==> config.mk <==
export PLATFORM = sky130hd
export DESIGN_NAME = lc4_core
export DESIGN_NICKNAME = d
export VERILOG_FILES = /design/src/hdl/lc4_pkg.sv /design/src/hdl/lc4_pipe_if.sv /design/src/hdl/lc4_fetch.sv /design/src/hdl/lc4_regfile.sv /design/src/hdl/lc4_decode.sv /design/src/hdl/lc4_execute.sv /design/src/hdl/lc4_memory.sv /design/src/hdl/lc4_core.sv
export SDC_FILE = /design/constraint.sdc
export NUM_CORES = 1
export LEC_CHECK = 0
export ABC_AREA = 1
export BUFFER_PORTS_ARGS = -buffer_cell sky130_fd_sc_hd__buf_4
export CORE_ASPECT_RATIO = 1.5
export CORE_MARGIN = 5
export CORE_UTILIZATION = 55
export DETAILED_ROUTE_END_ITERATION = 8
export MAX_ROUTING_LAYER = met4
export PLACE_DENSITY = 0.73
export SYNTH_ARGS = -nofsm -noshare
export SYNTH_HDL_FRONTEND = slang
export SYNTH_SLANG_ARGS = --single-unit
==> constraint.sdc <==
create_clock -name gwe -period 5.7 [get_ports gwe]
set_clock_uncertainty 0.15 [all_clocks]
set_input_delay 0.57 -clock gwe [delete_from_list [all_inputs] [get_ports gwe]]
set_output_delay 0.57 -clock gwe [all_outputs]
set_load 0.02 [all_outputs]
==> src/hdl/lc4_pkg.sv <==
//====================================================================
// LC4 core shared definitions
// Word and register types, instruction fields and opcodes
//====================================================================
`default_nettype none

package lc4_pkg;

   typedef logic [15:0] word_t;     // Insn, address or register value
   typedef logic [2:0]  reg_idx_t;  // Register number
   typedef logic [3:0]  opcode_t;   // Top four insn bits

   localparam int NUM_REGS = 8;     // R0 to R7

   //====================================================================
   // Opcodes and sub-ops
   //====================================================================
   localparam opcode_t OP_ARITH = 4'b0001;  // ADD, SUB and ADD immediate
   localparam opcode_t OP_AND   = 4'b0101;
   localparam opcode_t OP_LDR   = 4'b0110;
   localparam opcode_t OP_STR   = 4'b0111;
   localparam opcode_t OP_CONST = 4'b1001;

   localparam logic [2:0] SUBOP_ADD = 3'b000;  // Bits 5:3
   localparam logic [2:0] SUBOP_SUB = 3'b010;
   localparam int         IMM_SEL_BIT = 5;      // Set for immediate form

   //====================================================================
   // Field positions
   //====================================================================
   localparam int OPC_HI  = 15;
   localparam int OPC_LO  = 12;
   localparam int RD_HI   = 11;  // Also STR source register
   localparam int RD_LO   = 9;
   localparam int RS_HI   = 8;
   localparam int RS_LO   = 6;
   localparam int SUB_HI  = 5;
   localparam int SUB_LO  = 3;
   localparam int RT_HI   = 2;
   localparam int RT_LO   = 0;
   localparam int IMM5_HI = 4;   // All immediates start at bit 0
   localparam int IMM6_HI = 5;
   localparam int IMM9_HI = 8;

endpackage

`default_nettype wire

==> src/hdl/lc4_pipe_if.sv <==
//====================================================================
// LC4 pipeline bundles
// Decode to execute, execute to memory and writeback buses
//====================================================================
`timescale 1ns/10ps
`default_nettype none

// Decode-to-execute register contents
interface lc4_dx_if import lc4_pkg::*; ();
   word_t    insn;
   word_t    rs_data;    // After WD bypass
   word_t    rt_data;
   reg_idx_t rs;
   reg_idx_t rt;         // Data register for STR
   reg_idx_t rd;
   logic     reg_we;
   logic     is_load;
   logic     is_store;

   modport driver (output insn, rs_data, rt_data, rs, rt, rd, reg_we, is_load, is_store);
   modport reader (input  insn, rs_data, rt_data, rs, rt, rd, reg_we, is_load, is_store);
endinterface

// Execute-to-memory register contents
interface lc4_xm_if import lc4_pkg::*; ();
   word_t    alu_result;  // Result or memory address
   word_t    store_data;
   reg_idx_t rt;
   reg_idx_t rd;
   logic     reg_we;
   logic     is_load;
   logic     is_store;

   modport driver (output alu_result, store_data, rt, rd, reg_we, is_load, is_store);
   modport reader (input  alu_result, store_data, rt, rd, reg_we, is_load, is_store);
endinterface

// Writeback port, also the source of WD, WX and WM bypass
interface lc4_wb_if import lc4_pkg::*; ();
   logic     wb_we;
   reg_idx_t wb_rd;
   word_t    wb_data;     // Load data or ALU result
   logic     wb_is_load;

   modport driver (output wb_we, wb_rd, wb_data, wb_is_load);
   modport reader (input  wb_we, wb_rd, wb_data, wb_is_load);
endinterface

`default_nettype wire

==> src/hdl/lc4_fetch.sv <==
//====================================================================
// LC4 fetch stage
// Program counter and fetch-to-decode insn register
//====================================================================
`timescale 1ns/10ps
`default_nettype none

module lc4_fetch import lc4_pkg::*; #(
   parameter word_t RESET_PC = 16'h8200   // First fetch address
) (
   input  wire        gwe,
   input  wire        i_rst,
   input  wire        i_stall,       // Load-use hold
   input  wire word_t i_imem_insn,   // Insn at o_pc, same cycle
   output word_t      o_pc,
   output word_t      o_insn         // Insn now in decode
);

   word_t pc;
   word_t pc_next;

   assign pc_next = pc + word_t'(1);  // No branches, always sequential
   assign o_pc    = pc;

   always_ff @(posedge gwe) begin
      if (i_rst) begin
         pc     <= RESET_PC;
         o_insn <= '0;                 // All-zero word decodes as no-op
      end else if (!i_stall) begin
         pc     <= pc_next;
         o_insn <= i_imem_insn;        // Capture at end of fetch cycle
      end
      // Stalled: PC and decode insn both hold
   end

endmodule

`default_nettype wire

==> src/hdl/lc4_regfile.sv <==
//====================================================================
// LC4 register file
// Eight words, two combinational reads, one write from writeback
//====================================================================
`timescale 1ns/10ps
`default_nettype none

module lc4_regfile import lc4_pkg::*; (
   input  wire           gwe,
   input  wire           i_rst,
   input  wire reg_idx_t i_rs,
   input  wire reg_idx_t i_rt,
   output word_t         o_rs_data,
   output word_t         o_rt_data,
   lc4_wb_if.reader      wb
);

   word_t regs [NUM_REGS];

   // Write at end of writeback cycle
   always_ff @(posedge gwe) begin
      if (i_rst) begin
         for (int i = 0; i < NUM_REGS; i++) begin
            regs[i] <= '0;
         end
      end else if (wb.wb_we) begin
         regs[wb.wb_rd] <= wb.wb_data;
      end
   end

   // Reads see old value; decode adds WD bypass
   assign o_rs_data = regs[i_rs];
   assign o_rt_data = regs[i_rt];

endmodule

`default_nettype wire

==> src/hdl/lc4_decode.sv <==
//====================================================================
// LC4 decode stage
// Field decode, WD bypass, load-use stall and decode-to-execute
// pipeline register
//====================================================================
`timescale 1ns/10ps
`default_nettype none

module lc4_decode import lc4_pkg::*; (
   input  wire           gwe,
   input  wire           i_rst,
   input  wire word_t    i_insn,      // From fetch register
   output reg_idx_t      o_rs,        // Register file read selects
   output reg_idx_t      o_rt,
   input  wire word_t    i_rs_data,
   input  wire word_t    i_rt_data,
   output logic          o_stall,     // Load-use hazard
   lc4_dx_if.driver      dx,
   lc4_wb_if.reader      wb
);

   opcode_t    opc;
   logic [2:0] subop;
   logic       is_arith_imm;
   logic       is_arith_reg;
   logic       is_and;
   logic       is_const;
   logic       is_load;
   logic       is_store;
   logic       reg_we;
   logic       rs_re;          // Insn really reads rs
   logic       rt_re;          // Insn really reads rt
   reg_idx_t   rs;
   reg_idx_t   rt;
   reg_idx_t   rd;
   word_t      rs_data;
   word_t      rt_data;

   //====================================================================
   // Insn classes
   //====================================================================
   assign opc   = i_insn[OPC_HI:OPC_LO];
   assign subop = i_insn[SUB_HI:SUB_LO];

   assign is_arith_imm = (opc == OP_ARITH) && i_insn[IMM_SEL_BIT];
   assign is_arith_reg = (opc == OP_ARITH) && !i_insn[IMM_SEL_BIT] &&
                         ((subop == SUBOP_ADD) || (subop == SUBOP_SUB));  // MUL, DIV dropped
   assign is_and       = (opc == OP_AND) && (subop == SUBOP_ADD);  // Register AND uses 000 too
   assign is_const     = (opc == OP_CONST);
   assign is_load      = (opc == OP_LDR);
   assign is_store     = (opc == OP_STR);

   // Anything unlisted gets no write and retires as a no-op
   assign reg_we = is_arith_imm | is_arith_reg | is_and | is_const | is_load;
   assign rs_re  = is_arith_imm | is_arith_reg | is_and | is_load | is_store;
   assign rt_re  = is_arith_reg | is_and | is_store;

   assign rs = i_insn[RS_HI:RS_LO];
   assign rt = is_store ? i_insn[RD_HI:RD_LO] : i_insn[RT_HI:RT_LO];  // STR data reg
   assign rd = i_insn[RD_HI:RD_LO];

   assign o_rs = rs;
   assign o_rt = rt;

   // WD bypass, writeback value seen in the same cycle
   assign rs_data = (wb.wb_we && (wb.wb_rd == rs)) ? wb.wb_data : i_rs_data;
   assign rt_data = (wb.wb_we && (wb.wb_rd == rt)) ? wb.wb_data : i_rt_data;

   //====================================================================
   // Load-use hazard against the load now in execute
   //====================================================================
   // Store data match is left to WM bypass
   assign o_stall = dx.is_load && dx.reg_we &&
                    ((rs_re && (rs == dx.rd)) ||
                     (rt_re && !is_store && (rt == dx.rd)));

   always_ff @(posedge gwe) begin
      if (i_rst || o_stall) begin
         dx.insn     <= '0;          // Bubble into execute
         dx.reg_we   <= 1'b0;
         dx.is_load  <= 1'b0;
         dx.is_store <= 1'b0;
      end else begin
         dx.insn     <= i_insn;
         dx.reg_we   <= reg_we;
         dx.is_load  <= is_load;
         dx.is_store <= is_store;
      end
      dx.rs_data <= rs_data;         // Payload, qualified by flags
      dx.rt_data <= rt_data;
      dx.rs      <= rs;
      dx.rt      <= rt;
      dx.rd      <= rd;
   end

endmodule

`default_nettype wire

==> src/hdl/lc4_execute.sv <==
//====================================================================
// LC4 execute stage
// MX/WX operand bypass, ALU and execute-to-memory register
//====================================================================
`timescale 1ns/10ps
`default_nettype none

module lc4_execute import lc4_pkg::*; (
   input  wire       gwe,
   input  wire       i_rst,
   lc4_dx_if.reader  dx,
   lc4_xm_if.driver  xm,
   lc4_wb_if.reader  wb
);

   opcode_t    opc;
   logic [2:0] subop;
   word_t      rs_val;        // Bypassed operands
   word_t      rt_val;
   word_t      imm5_sx;
   word_t      imm6_sx;
   word_t      imm9_sx;
   word_t      alu_out;

   assign opc   = dx.insn[OPC_HI:OPC_LO];
   assign subop = dx.insn[SUB_HI:SUB_LO];

   // Sign-extended immediates
   assign imm5_sx = {{($bits(word_t)-IMM5_HI-1){dx.insn[IMM5_HI]}}, dx.insn[IMM5_HI:0]};
   assign imm6_sx = {{($bits(word_t)-IMM6_HI-1){dx.insn[IMM6_HI]}}, dx.insn[IMM6_HI:0]};
   assign imm9_sx = {{($bits(word_t)-IMM9_HI-1){dx.insn[IMM9_HI]}}, dx.insn[IMM9_HI:0]};

   //====================================================================
   // Bypass, MX over WX over registered
   //====================================================================
   // A load in memory only holds its address, so MX skips it
   assign rs_val = (xm.reg_we && !xm.is_load && (xm.rd == dx.rs)) ? xm.alu_result :
                   (wb.wb_we && (wb.wb_rd == dx.rs))               ? wb.wb_data    :
                                                                     dx.rs_data;
   assign rt_val = (xm.reg_we && !xm.is_load && (xm.rd == dx.rt)) ? xm.alu_result :
                   (wb.wb_we && (wb.wb_rd == dx.rt))               ? wb.wb_data    :
                                                                     dx.rt_data;

   always_comb begin
      case (opc)
         OP_ARITH: begin
            if (dx.insn[IMM_SEL_BIT])
               alu_out = rs_val + imm5_sx;        // ADD immediate
            else if (subop == SUBOP_SUB)
               alu_out = rs_val - rt_val;
            else
               alu_out = rs_val + rt_val;
         end
         OP_AND:         alu_out = rs_val & rt_val;
         OP_CONST:       alu_out = imm9_sx;
         OP_LDR, OP_STR: alu_out = rs_val + imm6_sx;  // Base plus offset
         default:        alu_out = '0;                // No-op
      endcase
   end

   always_ff @(posedge gwe) begin
      if (i_rst) begin
         xm.reg_we   <= 1'b0;
         xm.is_load  <= 1'b0;
         xm.is_store <= 1'b0;
      end else begin
         xm.reg_we   <= dx.reg_we;
         xm.is_load  <= dx.is_load;
         xm.is_store <= dx.is_store;
      end
      xm.alu_result <= alu_out;
      xm.store_data <= rt_val;       // May still be fixed by WM
      xm.rt         <= dx.rt;
      xm.rd         <= dx.rd;
   end

endmodule

`default_nettype wire

==> src/hdl/lc4_memory.sv <==
//====================================================================
// LC4 memory and writeback stages
// Data memory drive with WM bypass, writeback register and select
//====================================================================
`timescale 1ns/10ps
`default_nettype none

module lc4_memory import lc4_pkg::*; (
   input  wire        gwe,
   input  wire        i_rst,
   lc4_xm_if.reader   xm,
   output word_t      o_dmem_addr,
   output logic       o_dmem_we,      // High for one cycle per store
   output word_t      o_dmem_wdata,
   input  wire word_t i_dmem_rdata,   // Combinational read
   lc4_wb_if.driver   wb
);

   word_t alu_q;       // Writeback copies
   word_t load_q;
   logic  wm_hit;

   //====================================================================
   // Memory stage
   //====================================================================
   // Store right behind a load of its data register
   assign wm_hit = xm.is_store && wb.wb_is_load && wb.wb_we && (wb.wb_rd == xm.rt);

   assign o_dmem_addr  = xm.alu_result;
   assign o_dmem_we    = xm.is_store;
   assign o_dmem_wdata = wm_hit ? wb.wb_data : xm.store_data;

   //====================================================================
   // Writeback stage
   //====================================================================
   always_ff @(posedge gwe) begin
      if (i_rst) begin
         wb.wb_we      <= 1'b0;
         wb.wb_is_load <= 1'b0;
      end else begin
         wb.wb_we      <= xm.reg_we;
         wb.wb_is_load <= xm.is_load;
      end
      wb.wb_rd <= xm.rd;
      alu_q    <= xm.alu_result;
      load_q   <= i_dmem_rdata;      // Only meaningful for loads
   end

   assign wb.wb_data = wb.wb_is_load ? load_q : alu_q;  // Regfile write value

endmodule

`default_nettype wire

==> src/hdl/lc4_core.sv <==
//====================================================================
// LC4 five-stage pipelined core
// Fetch, decode, execute, memory and writeback with bypassing
//====================================================================
`timescale 1ns/10ps
`default_nettype none

module lc4_core import lc4_pkg::*; #(
   parameter word_t RESET_PC = 16'h8200
) (
   input  wire        gwe,
   input  wire        i_rst,
   output word_t      o_imem_addr,
   input  wire word_t i_imem_insn,
   output word_t      o_dmem_addr,
   input  wire word_t i_dmem_rdata,
   output logic       o_dmem_we,
   output word_t      o_dmem_wdata
);

   word_t    d_insn;       // Insn in decode
   reg_idx_t rf_rs;        // Register file read selects
   reg_idx_t rf_rt;
   word_t    rf_rs_data;
   word_t    rf_rt_data;
   logic     stall;        // Load-use hold

   lc4_dx_if dx_bus ();
   lc4_xm_if xm_bus ();
   lc4_wb_if wb_bus ();

   lc4_fetch #(
      .RESET_PC (RESET_PC)
   ) u_fetch (
      .gwe         (gwe),
      .i_rst       (i_rst),
      .i_stall     (stall),
      .i_imem_insn (i_imem_insn),
      .o_pc        (o_imem_addr),
      .o_insn      (d_insn)
   );

   lc4_decode u_decode (
      .gwe       (gwe),
      .i_rst     (i_rst),
      .i_insn    (d_insn),
      .o_rs      (rf_rs),
      .o_rt      (rf_rt),
      .i_rs_data (rf_rs_data),
      .i_rt_data (rf_rt_data),
      .o_stall   (stall),
      .dx        (dx_bus.driver),
      .wb        (wb_bus.reader)
   );

   lc4_regfile u_regfile (
      .gwe       (gwe),
      .i_rst     (i_rst),
      .i_rs      (rf_rs),
      .i_rt      (rf_rt),
      .o_rs_data (rf_rs_data),
      .o_rt_data (rf_rt_data),
      .wb        (wb_bus.reader)
   );

   lc4_execute u_execute (
      .gwe   (gwe),
      .i_rst (i_rst),
      .dx    (dx_bus.reader),
      .xm    (xm_bus.driver),
      .wb    (wb_bus.reader)
   );

   lc4_memory u_memory (
      .gwe          (gwe),
      .i_rst        (i_rst),
      .xm           (xm_bus.reader),
      .o_dmem_addr  (o_dmem_addr),
      .o_dmem_we    (o_dmem_we),
      .o_dmem_wdata (o_dmem_wdata),
      .i_dmem_rdata (i_dmem_rdata),
      .wb           (wb_bus.driver)
   );

endmodule

`default_nettype wire

# Word level (Yosys, flattened, before mapping)
# Memories as Yosys holds them, arrays and structs flattened. A register that Yosys moved wholly into a read port is not among the register bits.
# Index checks and enable logic that the tools add are counted.
# op_classes
addsub,5
n_eq_ne,21
muxes,22
bitwise,9
reduce_logical,28
# ops
op,n
16-bit two-way mux,11
16-bit case mux with 4 select lines,1
16-bit adder,3
3-bit equality test,9
"4-bit by 3-bit equality test with 1-bit output, second input constant",6
1-bit logical AND,19
"16-bit by 1-bit adder with 16-bit output, second input constant",1
16-bit bitwise AND,1
16-bit OR reduction,1
16-bit subtractor,1
3-bit two-way mux,4
"4-bit by 1-bit equality test with 1-bit output, second input constant",2
"4-bit equality test, second input constant",2
1-bit OR,8
"3-bit by 2-bit equality test with 1-bit output, second input constant",2
1-bit two-way mux,6
1-bit logical NOT,3
3-bit logical NOT,1
1-bit logical OR,3
2-bit OR reduction,1
# totals
reg_bits,170
mem_bits_rw,128
input_bits,34
output_inout_bits,49
wordCells,109
mem_count,1
# memory_table
memory,depth,word_bits,read_ports,rd_ports_with_merged_regs,write_ports,line_no,text
u_regfile.regs,8,16,2,1,8,lc4_regfile.sv:18,word_t regs [NUM_REGS];

# Depth between registers and ports, before layout
# Gate-level depths: netlist of run 1.
# logic_depth
ltp_word,12
mapped_depth,39
mapped_depth_nobuf,37

# Modules after synthesis
# Synthesis of run 1 repeated with hierarchy kept, for this count alone.
# hier_totals
hier_cells,2274
hier_area_um2,16326.9
# modules_own_cells
mod,instances,cells_per_inst,area_each_um2,seq_area_each_um2
lc4_regfile,1,1032,7532.2,3843.7
lc4_execute,1,608,3646.0,820.8
lc4_decode,1,260,2357.3,1201.2
lc4_memory,1,179,1413.9,740.7
lc4_fetch,1,195,1377.6,640.6

# Least setup slack after synthesis of run 1
# No wires, ideal clock.
# synth_timing
path_kind,reg-to-reg
startpoint,register u_memory.wb.wb_rd[2]
endpoint,register u_execute.xm.alu_result[15]
setup_ps,117
t_arrival_ps,3992
required_time_ps,5433
slack_ps,1441
path_stages_with_launch,40
path_buffers,2
period_less_slack_ps,4259
path_cell_list,dfxtp_1 > buf_4 > inv_4 > nand2_2 > nand2_2 > nor2_8 > nand2_4 > buf_6 > nand2_2 > nand3_2 > nand2_4 > ha_1 > nor2_1 > nand2_1 > nand2_2 > nand2_2 > nor2_4 > nand2_2 > [... 4 more ...] > a21oi_1 > nor2_1 > ha_1 > nand2_1 > nor3_1 > nand3_1 > o2111ai_1 > nand2_1 > a31oi_1 > inv_1 > nor2_1 > nor2_1 > nor2_1 > nor2_1 > inv_1 > nand3_1 > nand3_1 > nand2_1
# synth_between
elab_chain_len,8
word_cells_on_any_way,16
classes_between,add/sub (4); eq/ne (2); mux (7); bitwise (1); reduce/logical (2)
# synth_rtl
item,line_no,text
from (decl),lc4_pipe_if.sv:45,"modport driver (output wb_we, wb_rd, wb_data, wb_is_load);"
from (signal assigned),lc4_memory.sv:44,wb.wb_rd <= xm.rd;
3-bit equality test (on tied branches),"lc4_execute.sv:38, lc4_execute.sv:41",
1-bit logical AND (on tied branches),"lc4_execute.sv:38, lc4_execute.sv:41",
16-bit two-way mux (on tied branches),"lc4_execute.sv:38, lc4_execute.sv:41",
16-bit two-way mux (on tied branches),"lc4_execute.sv:37, lc4_execute.sv:40",
16-bit adder or 16-bit subtractor (tied branches),"lc4_execute.sv:52, lc4_execute.sv:50",
16-bit two-way mux,lc4_execute.sv:49,else if (subop == SUBOP_SUB)
16-bit two-way mux,lc4_execute.sv:47,if (dx.insn[IMM_SEL_BIT])
16-bit case mux with 4 select lines (*),lc4_execute.sv:45,case (opc)
net u_execute.alu_out[15],lc4_execute.sv:23,word_t alu_out;
to (signal assigned),lc4_execute.sv:71,xm.alu_result <= alu_out;
to (decl),lc4_pipe_if.sv:34,"modport driver (output alu_result, store_data, rt, rd, reg_we, is_load, is_store);"
# Mark *: on every way through the listed nets, which the timed path passes. The rest lies on a longest branch.
# A chain may end at the register's enable or synchronous reset.

# Worst setup path after layout of run 1
# layout_timing
startpoint,register u_decode.dx.rt[1]
endpoint,register u_execute.xm.alu_result[12]
# layout_between
elab_chain_len,8
word_cells_on_any_way,12
classes_between,add/sub (2); eq/ne (2); mux (5); bitwise (1); reduce/logical (2)
# layout_rtl
item,line_no,text
from (decl),lc4_pipe_if.sv:20,"modport driver (output insn, rs_data, rt_data, rs, rt, rd, reg_we, is_load, is_store);"
3-bit equality test,lc4_execute.sv:41,(wb.wb_we && (wb.wb_rd == dx.rt)) ? wb.wb_data :
1-bit logical AND,lc4_execute.sv:41,
16-bit two-way mux,lc4_execute.sv:41,
16-bit two-way mux (*),lc4_execute.sv:40,assign rt_val = (xm.reg_we && !xm.is_load && (xm.rd == dx.rt)) ? xm.alu_result :
16-bit adder or 16-bit subtractor (tied branches),"lc4_execute.sv:52, lc4_execute.sv:50",
16-bit two-way mux,lc4_execute.sv:49,
16-bit two-way mux,lc4_execute.sv:47,
16-bit case mux with 4 select lines (*),lc4_execute.sv:45,
net u_execute.alu_out[12],lc4_execute.sv:23,
# Marks and branches as above.

==> metrics list, run 1 <==
* First-pass GRT wire length: 67600 µm
- The synthesized design contains 298 register bits.
- Cell seen most often among critical-path stages: nand2_1
- Mean routed wirelength per cell: 19.5 µm
- The routed design has 44100 µm of wire.
- RR Startpoint: u_decode.dx.rt[1]
- Cells fill 63.6% of the core in the end.
* Worst hold slack after final layout: 131 ps
- The critical path in this run is classified as register to register.
- In this run the number of H-tree levels came out at 1.
- The worst register-to-register path ends at u_execute.xm.alu_result[12].
* Sum of overflow across all layers after global routing: 0
- In the synthesized netlist the async set-or-reset flop fraction comes to 0%.
- Actual transition at the worst max-transition pin: 1350 ps
- In the final timing run, aggregate negative setup slack is 0 ps.
* Setup repair after global routing missed its margin: no
- Die footprint: 30500 µm²
* P per Cell Area: 310 nW/µm²
* Layout cells sized above 1: 12.9%
- Clock-pin slew was measured on the worst setup and hold paths at 60 ps.
- Final clock period utilization by the worst path: 90.2%
* First-iteration detailed-routing DRC count: 1241
- Counting tap cells, the placed design contains a total of 2181 instances.
* Leakage: 6.79 nW
- Synthesis handed over a netlist of 1844 instances.
- Using the TritonRoute via totals, the vias-per-cell ratio works out to 5.86.
- The number of max-slew violations in the final report was 0.
- Counting every net in the synthesized netlist gives 1897.
- The design draws 5.24 mW.
* Kind of cell adding the most delay to the critical path: simple AND/OR/NAND/NOR gates
- Master of the slowest instance on the critical path: dfxtp_1
* Data required time at the worst endpoint: 6030 ps
- The number of antenna violations at the first check in global routing is 0.
- Post-synthesis sequential area ratio: 48.7%
- DRC viols: 0
* Wire length on met3: 2820 µm
* Overall routing resource usage: 29.0%
- For this configuration, the core starts out at a cell density of 56.0%.
- Data on the critical path arrives at its endpoint at 5470 ps.
* Number of inserted diodes: 0
* Most common library cell in the layout ignoring fill and taps: nand2_1
- Clock Tree Root: clkbuf_16
- Logic depth of the worst register-to-register path: 34
* HPWL after DPL: 30100 µm
- Max_cap viols: 0
- STA classifies the critical path startpoint as a register.
- The routed layout has 13200 vias.
- Relative to the synthesized area, the layout overhead comes to 13.5%.
- The Yosys step of the flow raised 0 warnings.
- Among all flip-flop cells after synthesis, the most frequent one is dfxtp_1.
- Commonest cells after routing, fill and taps aside: 256 x nand2_1, 224 x nor2_1, 223 x o21ai_0
* Post-placement worst setup slack: 480 ps
* Count of buffering cells on the critical path with inverters included: 4
* Die boundary height: 211 µm
* Post-Layout Cell Count: 2258
- Routability-driven placement finished with a final weighted congestion of 0.959.
- In this run, synthesis inferred 128 flip-flops with an integrated enable.
- Setup slack after layout: 559 ps
- STA classifies the critical path endpoint as a register.
* Average footprint of a synthesized cell: 8.07 µm²
- Worst VDD drop: 0.284 mV
- Min-Delay Startpoint: i_imem_insn[10]
- The worst pin sits at a relative slew slack of 10.1%.
- Clock sink count: 298
- In this run the cell area measured after placement is 15700 µm².
- Met2 wire length: 22200 µm
- Cell count of the worst hold path: 3
* Post-route minimum period: 5140 ps
- Clock tree from TritonCTS: done
- Deepest clock path buffer count: 3
- M1 wire length: 17100 µm
* Number of distinct library cells after synthesis: 57
* Die extent in x: 144 µm
* Highest clock frequency the design can meet: 0.195 GHz
- Signal routing reaches up to met4.
- Setup violations remaining at the end of the flow were counted as 0.
- The min-delay analysis places its worst path in the category input pin to register.
- Design Area, Final: 16900 µm²
- In this run the worst path has a maximum fanout of 6.
- Biggest cell delay along the critical path: 440 ps
* Status: completed
* Number of global-route vias before repair: 12700
- The total area inside the core boundary comes to 26600 µm².
* Clock insertion delay at the later pin of the skew report: 560 ps
- Cts bufs inserted: 29
* Ports placed on the boundary: 83
* Hold EP: u_fetch.o_insn[10]
- Pre-antenna DRT Iters: 7
- Flop2flop setup slack: 560 ps
- The detail route stage leaves a number of antenna-violating nets equal to 0.
* Fin nets: 1954
- The final hold violation count was 0.
- Port buffering added 82 buffers.
* Row count: 73
* Maximum number of pins on one net before global-route repair: 68
* Netlist Area Pre-Place: 14900 µm²
-- cells in the mapped netlist (9+ instances only) --
library cell,instances,area [µm²]
nand4_1,11,68.8
ha_1,18,225
nand2_2,23,144
nor3_1,16,80.1
nand2_1,256,961
nand3_1,92,460
inv_2,9,33.8
clkbuf_1,90,338
a21oi_1,178,891
inv_1,196,736
edfxtp_1,128,3840
dfxtp_1,170,3400
o21ai_0,226,1130
nand3_2,11,110
o311ai_0,16,140
xnor2_1,11,96.3
o211ai_1,50,375
nor2_1,226,848
-- timing repair --
action | in CTS | in global routing
hold buffers | 16 | 0
gates resized for setup | 0 | 6
setup endpoints to repair | 0 | 2
buffers inserted | 0 | 9
hold endpoints to repair | 16 | 0
-- per-layer routing --
metal / GRT usage (%) / vias up
li1: - / 6331
met2: 49.0 / 546
met4: 12.7 / 0
met5: - / -
met1: 34.5 / 6199
met3: 3.55 / 146
-- power by group --
group | total (mW) | leakage, nW | switching (mW) | internal, mW
registers | 2.41 | 2.73 | 0.0628 | 2.34
logic | 0.936 | 3.61 | 0.620 | 0.315
clock network | 1.90 | 0.451 | 0.806 | 1.10
total | 5.24 | 6.79 | 1.49 | 3.76
-- cells by family (layout without fill, tap and decap cells) --
kind of cell               Yosys count  count (layout)  synth area share, %
and+or+nand+nor                    670             671                 20.4
AOI/OAI and AO/OA                  516             516                 19.4
buffers and inverters              319             395                 8.48
DFF                                298             298                 48.7
adders and majority gates           19              19                 1.65
xor gates and xnor gates            18              18                 1.19
muxes                                4               4                0.269
-- final cells by class --
| class | count | area [µm²] |
|---|---|---|
| fillers | 2322 | 9680 |
| flip-flops and latches | 298 | 7250 |
| multi-input cells | 1228 | 6460 |
| repair buffers | 135 | 1050 |
| inverters | 209 | 790 |
| clock buffers | 38 | 782 |
| well taps | 337 | 422 |
| clock inverters | 13 | 141 |
-- worst min-delay path: stages --
cell     delay [ps]
buf_4            70
o21ai_0          70
nor2_1           80
-- flip-flops by register name, summed over array words and instances (netlist names), 3 cells and up, named ones only --
signal	flops
u_memory.alu_q	16
u_execute.xm.alu_result	16
u_decode.dx.rd	3
u_fetch.o_pc	16
u_decode.dx.insn	13
u_decode.dx.rs_data	16
u_decode.dx.rt	3
u_execute.xm.store_data	16
u_regfile.regs	128
u_decode.dx.rt_data	16
u_memory.wb.wb_rd	3
u_execute.xm.rt	3
u_execute.xm.rd	3
u_memory.load_q	16
u_decode.dx.rs	3
u_fetch.o_insn	16
-- how the worst max path moves through the flow --
| stage | endpoint | cells after the start | from |
|---|---|---|---|
| finish | u_execute.xm.alu_result[12] | 34 | u_decode.dx.rt[1] |
| global route | u_execute.xm.alu_result[15] | 36 | u_decode.dx.rt[1] |
| CTS | u_execute.xm.alu_result[12] | 34 | u_memory.wb.wb_rd[2] |
| detailed placement | u_execute.xm.alu_result[12] | 34 | u_memory.wb.wb_rd[2] |
| global placement | u_execute.xm.alu_result[15] | 36 | u_memory.wb.wb_rd[2] |
| floorplan | u_execute.xm.alu_result[15] | 39 | u_memory.wb.wb_rd[2] |
Note: power is estimated with default switching activity, not from simulation.
==> inputs of run 2 (changes only) <==
- CTS_CLUSTER_DIAMETER: unset -> 50
- MAX_ROUTING_LAYER: met4 -> unset
==> metrics list, run 2 (synthesis gave the netlist of run 1 again) <==
- In this run the power density over the cells is 311 nW/µm².
* Number of inserted diodes: 0
- Final Hold Violating Endpoints: 0
* Status: completed
- The tool flagged a number of max-cap violations equal to 0.
- Internal power: 3.75 mW
* Clock sink count: 298
- Number of nets still failing antenna checks after routing: 0
- Mean routed wirelength per cell: 19.3 µm
- Die boundary height: 211 µm
* Combinational share of power: 17.8%
- Count of buffering cells on the critical path with inverters included: 4
- Relative to the synthesized area, the layout overhead comes to 13.1%.
* Number of port buffers: 82
- Starting density of the core: 56.0%
* Endpoint type of the worst setup path: register
- Final RePlAce weighted congestion: 0.970
* Headroom to the max-slew limit: 11.8%
* Maximum number of pins on one net before global-route repair: 68
- Summed over all cells, the static leakage comes to 6.77 nW.
* Row count: 73
- Antenna violations before repair: 0
* Clock insertion delay at the later pin of the skew report: 580 ps
* First-iteration detailed-routing DRC count: 1348
- The number of max-slew violations in the final report came to 0.
- First-pass GRT wire length: 66500 µm
- Total cell area at the placement stage: 15700 µm²
- The clock passes through at most 3 buffers.
* Number of global-route vias before repair: 12500
- The worst setup path is of the register to register kind.
* Data required time at the worst endpoint: 6030 ps
- Pre-antenna DRT Iters: 6
- Total number of vias: 13100
- Post-Layout Cell Count: 2252
* Post-route minimum period: 5190 ps
- Fill cell total of the finished layout: 2340
* Hold/Removal Path Class: input pin to register
- Fin nets: 1947
- The largest single stage delay on the critical path is 330 ps.
- Number of instances in the placed design: 2180
* Final clock period utilization by the worst path: 91.0%
- The total overflow left after global routing is 0.
* Commonest cells after routing, fill and taps aside: 256 x nand2_1, 225 x nor2_1, 223 x o21ai_0
* Clock Tree Root: clkbuf_16
- Die footprint: 30500 µm²
- Data on the critical path arrives at its endpoint at 5520 ps.
- Counting flops per register, the top entry is u_regfile.regs.
- Final wirelength: 43400 µm
- Summed over all nets, the switching power comes to 1.49 mW.
* Cell seen most often among critical-path stages: nand2_1
- VDD sags by at most 0.302 mV.
- Clock-pin slew reported for the worst setup and hold paths after clock tree synthesis: 60 ps
* Die extent in x: 144 µm
- TritonCTS built the clock tree.
- Detail-routed via count per cell: 5.84
- Highest clock frequency the design can meet: 0.193 GHz
- The library cell used most frequently in the layout, excluding fill and tap cells, is nand2_1.
- CTS built an H-tree with a depth of 1.
- Design Area, Final: 16800 µm²
* Setup repair after global routing missed its margin: no
* Total negative slack: 0 ps
- Master of the slowest instance on the critical path: ha_1
* Cts bufs inserted: 29
- Layout cells sized above 1: 12.5%
- Floorplan core area: 26600 µm²
- Flip-flop count of the largest register, all copies and words added: 128
- DRC viols: 0
* Actual transition at the worst max-transition pin: 1320 ps
- Fraction of power consumed by sequential logic: 46.0%
- Net switching share of the total power: 28.4%
- Portion of total power attributed to the clock network: 36.2%
* # setup viols final: 0
- STA classifies the critical path startpoint as a register.
* Ports placed on the boundary: 83
- Kind of cell adding the most delay to the critical path: compound AO/OA/AOI/OAI gates
- The wire-length estimate of the detail-placed layout is 29900 µm.
- Overall routing resource usage: 27.8%
* CP max FO: 21
==> run 2: cell types whose count changed in the layout (fill, tap and decap cells not counted), moves of 2 or more <==
cell      before  now
buf_4        119  113
clkbuf_8       0    2
clkinv_1       6    8
nor2_2         6    4
clkbuf_1       7    4
==> run 2: tightest hold or removal path, stage by stage <==
cell and delay (ps):
buf_4 70, o21ai_0 70, nor2_1 80
==> run 2: metrics by stage <==
step | setup slack, ps | utilization, % | total power [mW] | hold WS [ps]
floorplan | 1440 | - | 3.06 | 196
global placement | 633 | 59.1 | 3.34 | 212
detailed placement | 512 | 59.1 | 3.35 | 214
CTS | 469 | 63.2 | 5.24 | 89.6
global route | 1.47 | 63.3 | 5.46 | 123
finish | 510 | 63.3 | 5.23 | 108
==> run 2: power groups by stage <==
stage          logic [mW]  clock network (mW)  registers, mW
2_1_floorplan       0.625                   0           2.44
3_3_place_gp        0.887                   0           2.45
3_5_place_dp        0.898                   0           2.45
4_1_cts             0.912                1.92           2.41
5_1_grt              1.03                2.02           2.42
6_report            0.929                1.90           2.41
==> run 2: timing repair <==
item                                   CTS  global route
setup endpoints to repair                0             2
setup buffers                            0             4
gates resized for setup                  0             3
endpoints found under the hold margin   16             0
hold buffers                            16             0
==> run 2: layout make-up <==
class	count	area (µm²)	area share, %
well taps	337	422	2.50
flip-flops and latches	298	7250	43.1
clock buffers	35	768	4.56
repair buffers	129	1010	5.99
multi-input cells	1227	6440	38.2
clock inverters	17	160	0.951
inverters	209	790	4.69
==> run 2: routing by layer <==
| layer | up-vias | GRT usage [%] | wire length, µm |
|---|---|---|---|
| li1 | 6313 | - | - |
| met1 | 6179 | 34.1 | 16700 |
| met2 | 530 | 47.6 | 21700 |
| met3 | 127 | 3.75 | 2860 |
| met4 | 0 | 13.5 | 2070 |
| met5 | - | 0 | 0 |
==> run 2: final timing paths <==
path	slack (ps)	depth (start not counted)	end	start
worst max-delay path	510	34	u_execute.xm.alu_result[12]	u_execute.xm.reg_we
worst min-delay path	110	3	u_fetch.o_insn[10]	i_imem_insn[10]
worst max register to register	510	34	u_execute.xm.alu_result[12]	u_execute.xm.reg_we
worst min register to register	210	0	u_memory.wb.wb_rd[2]	u_execute.xm.rd[2]
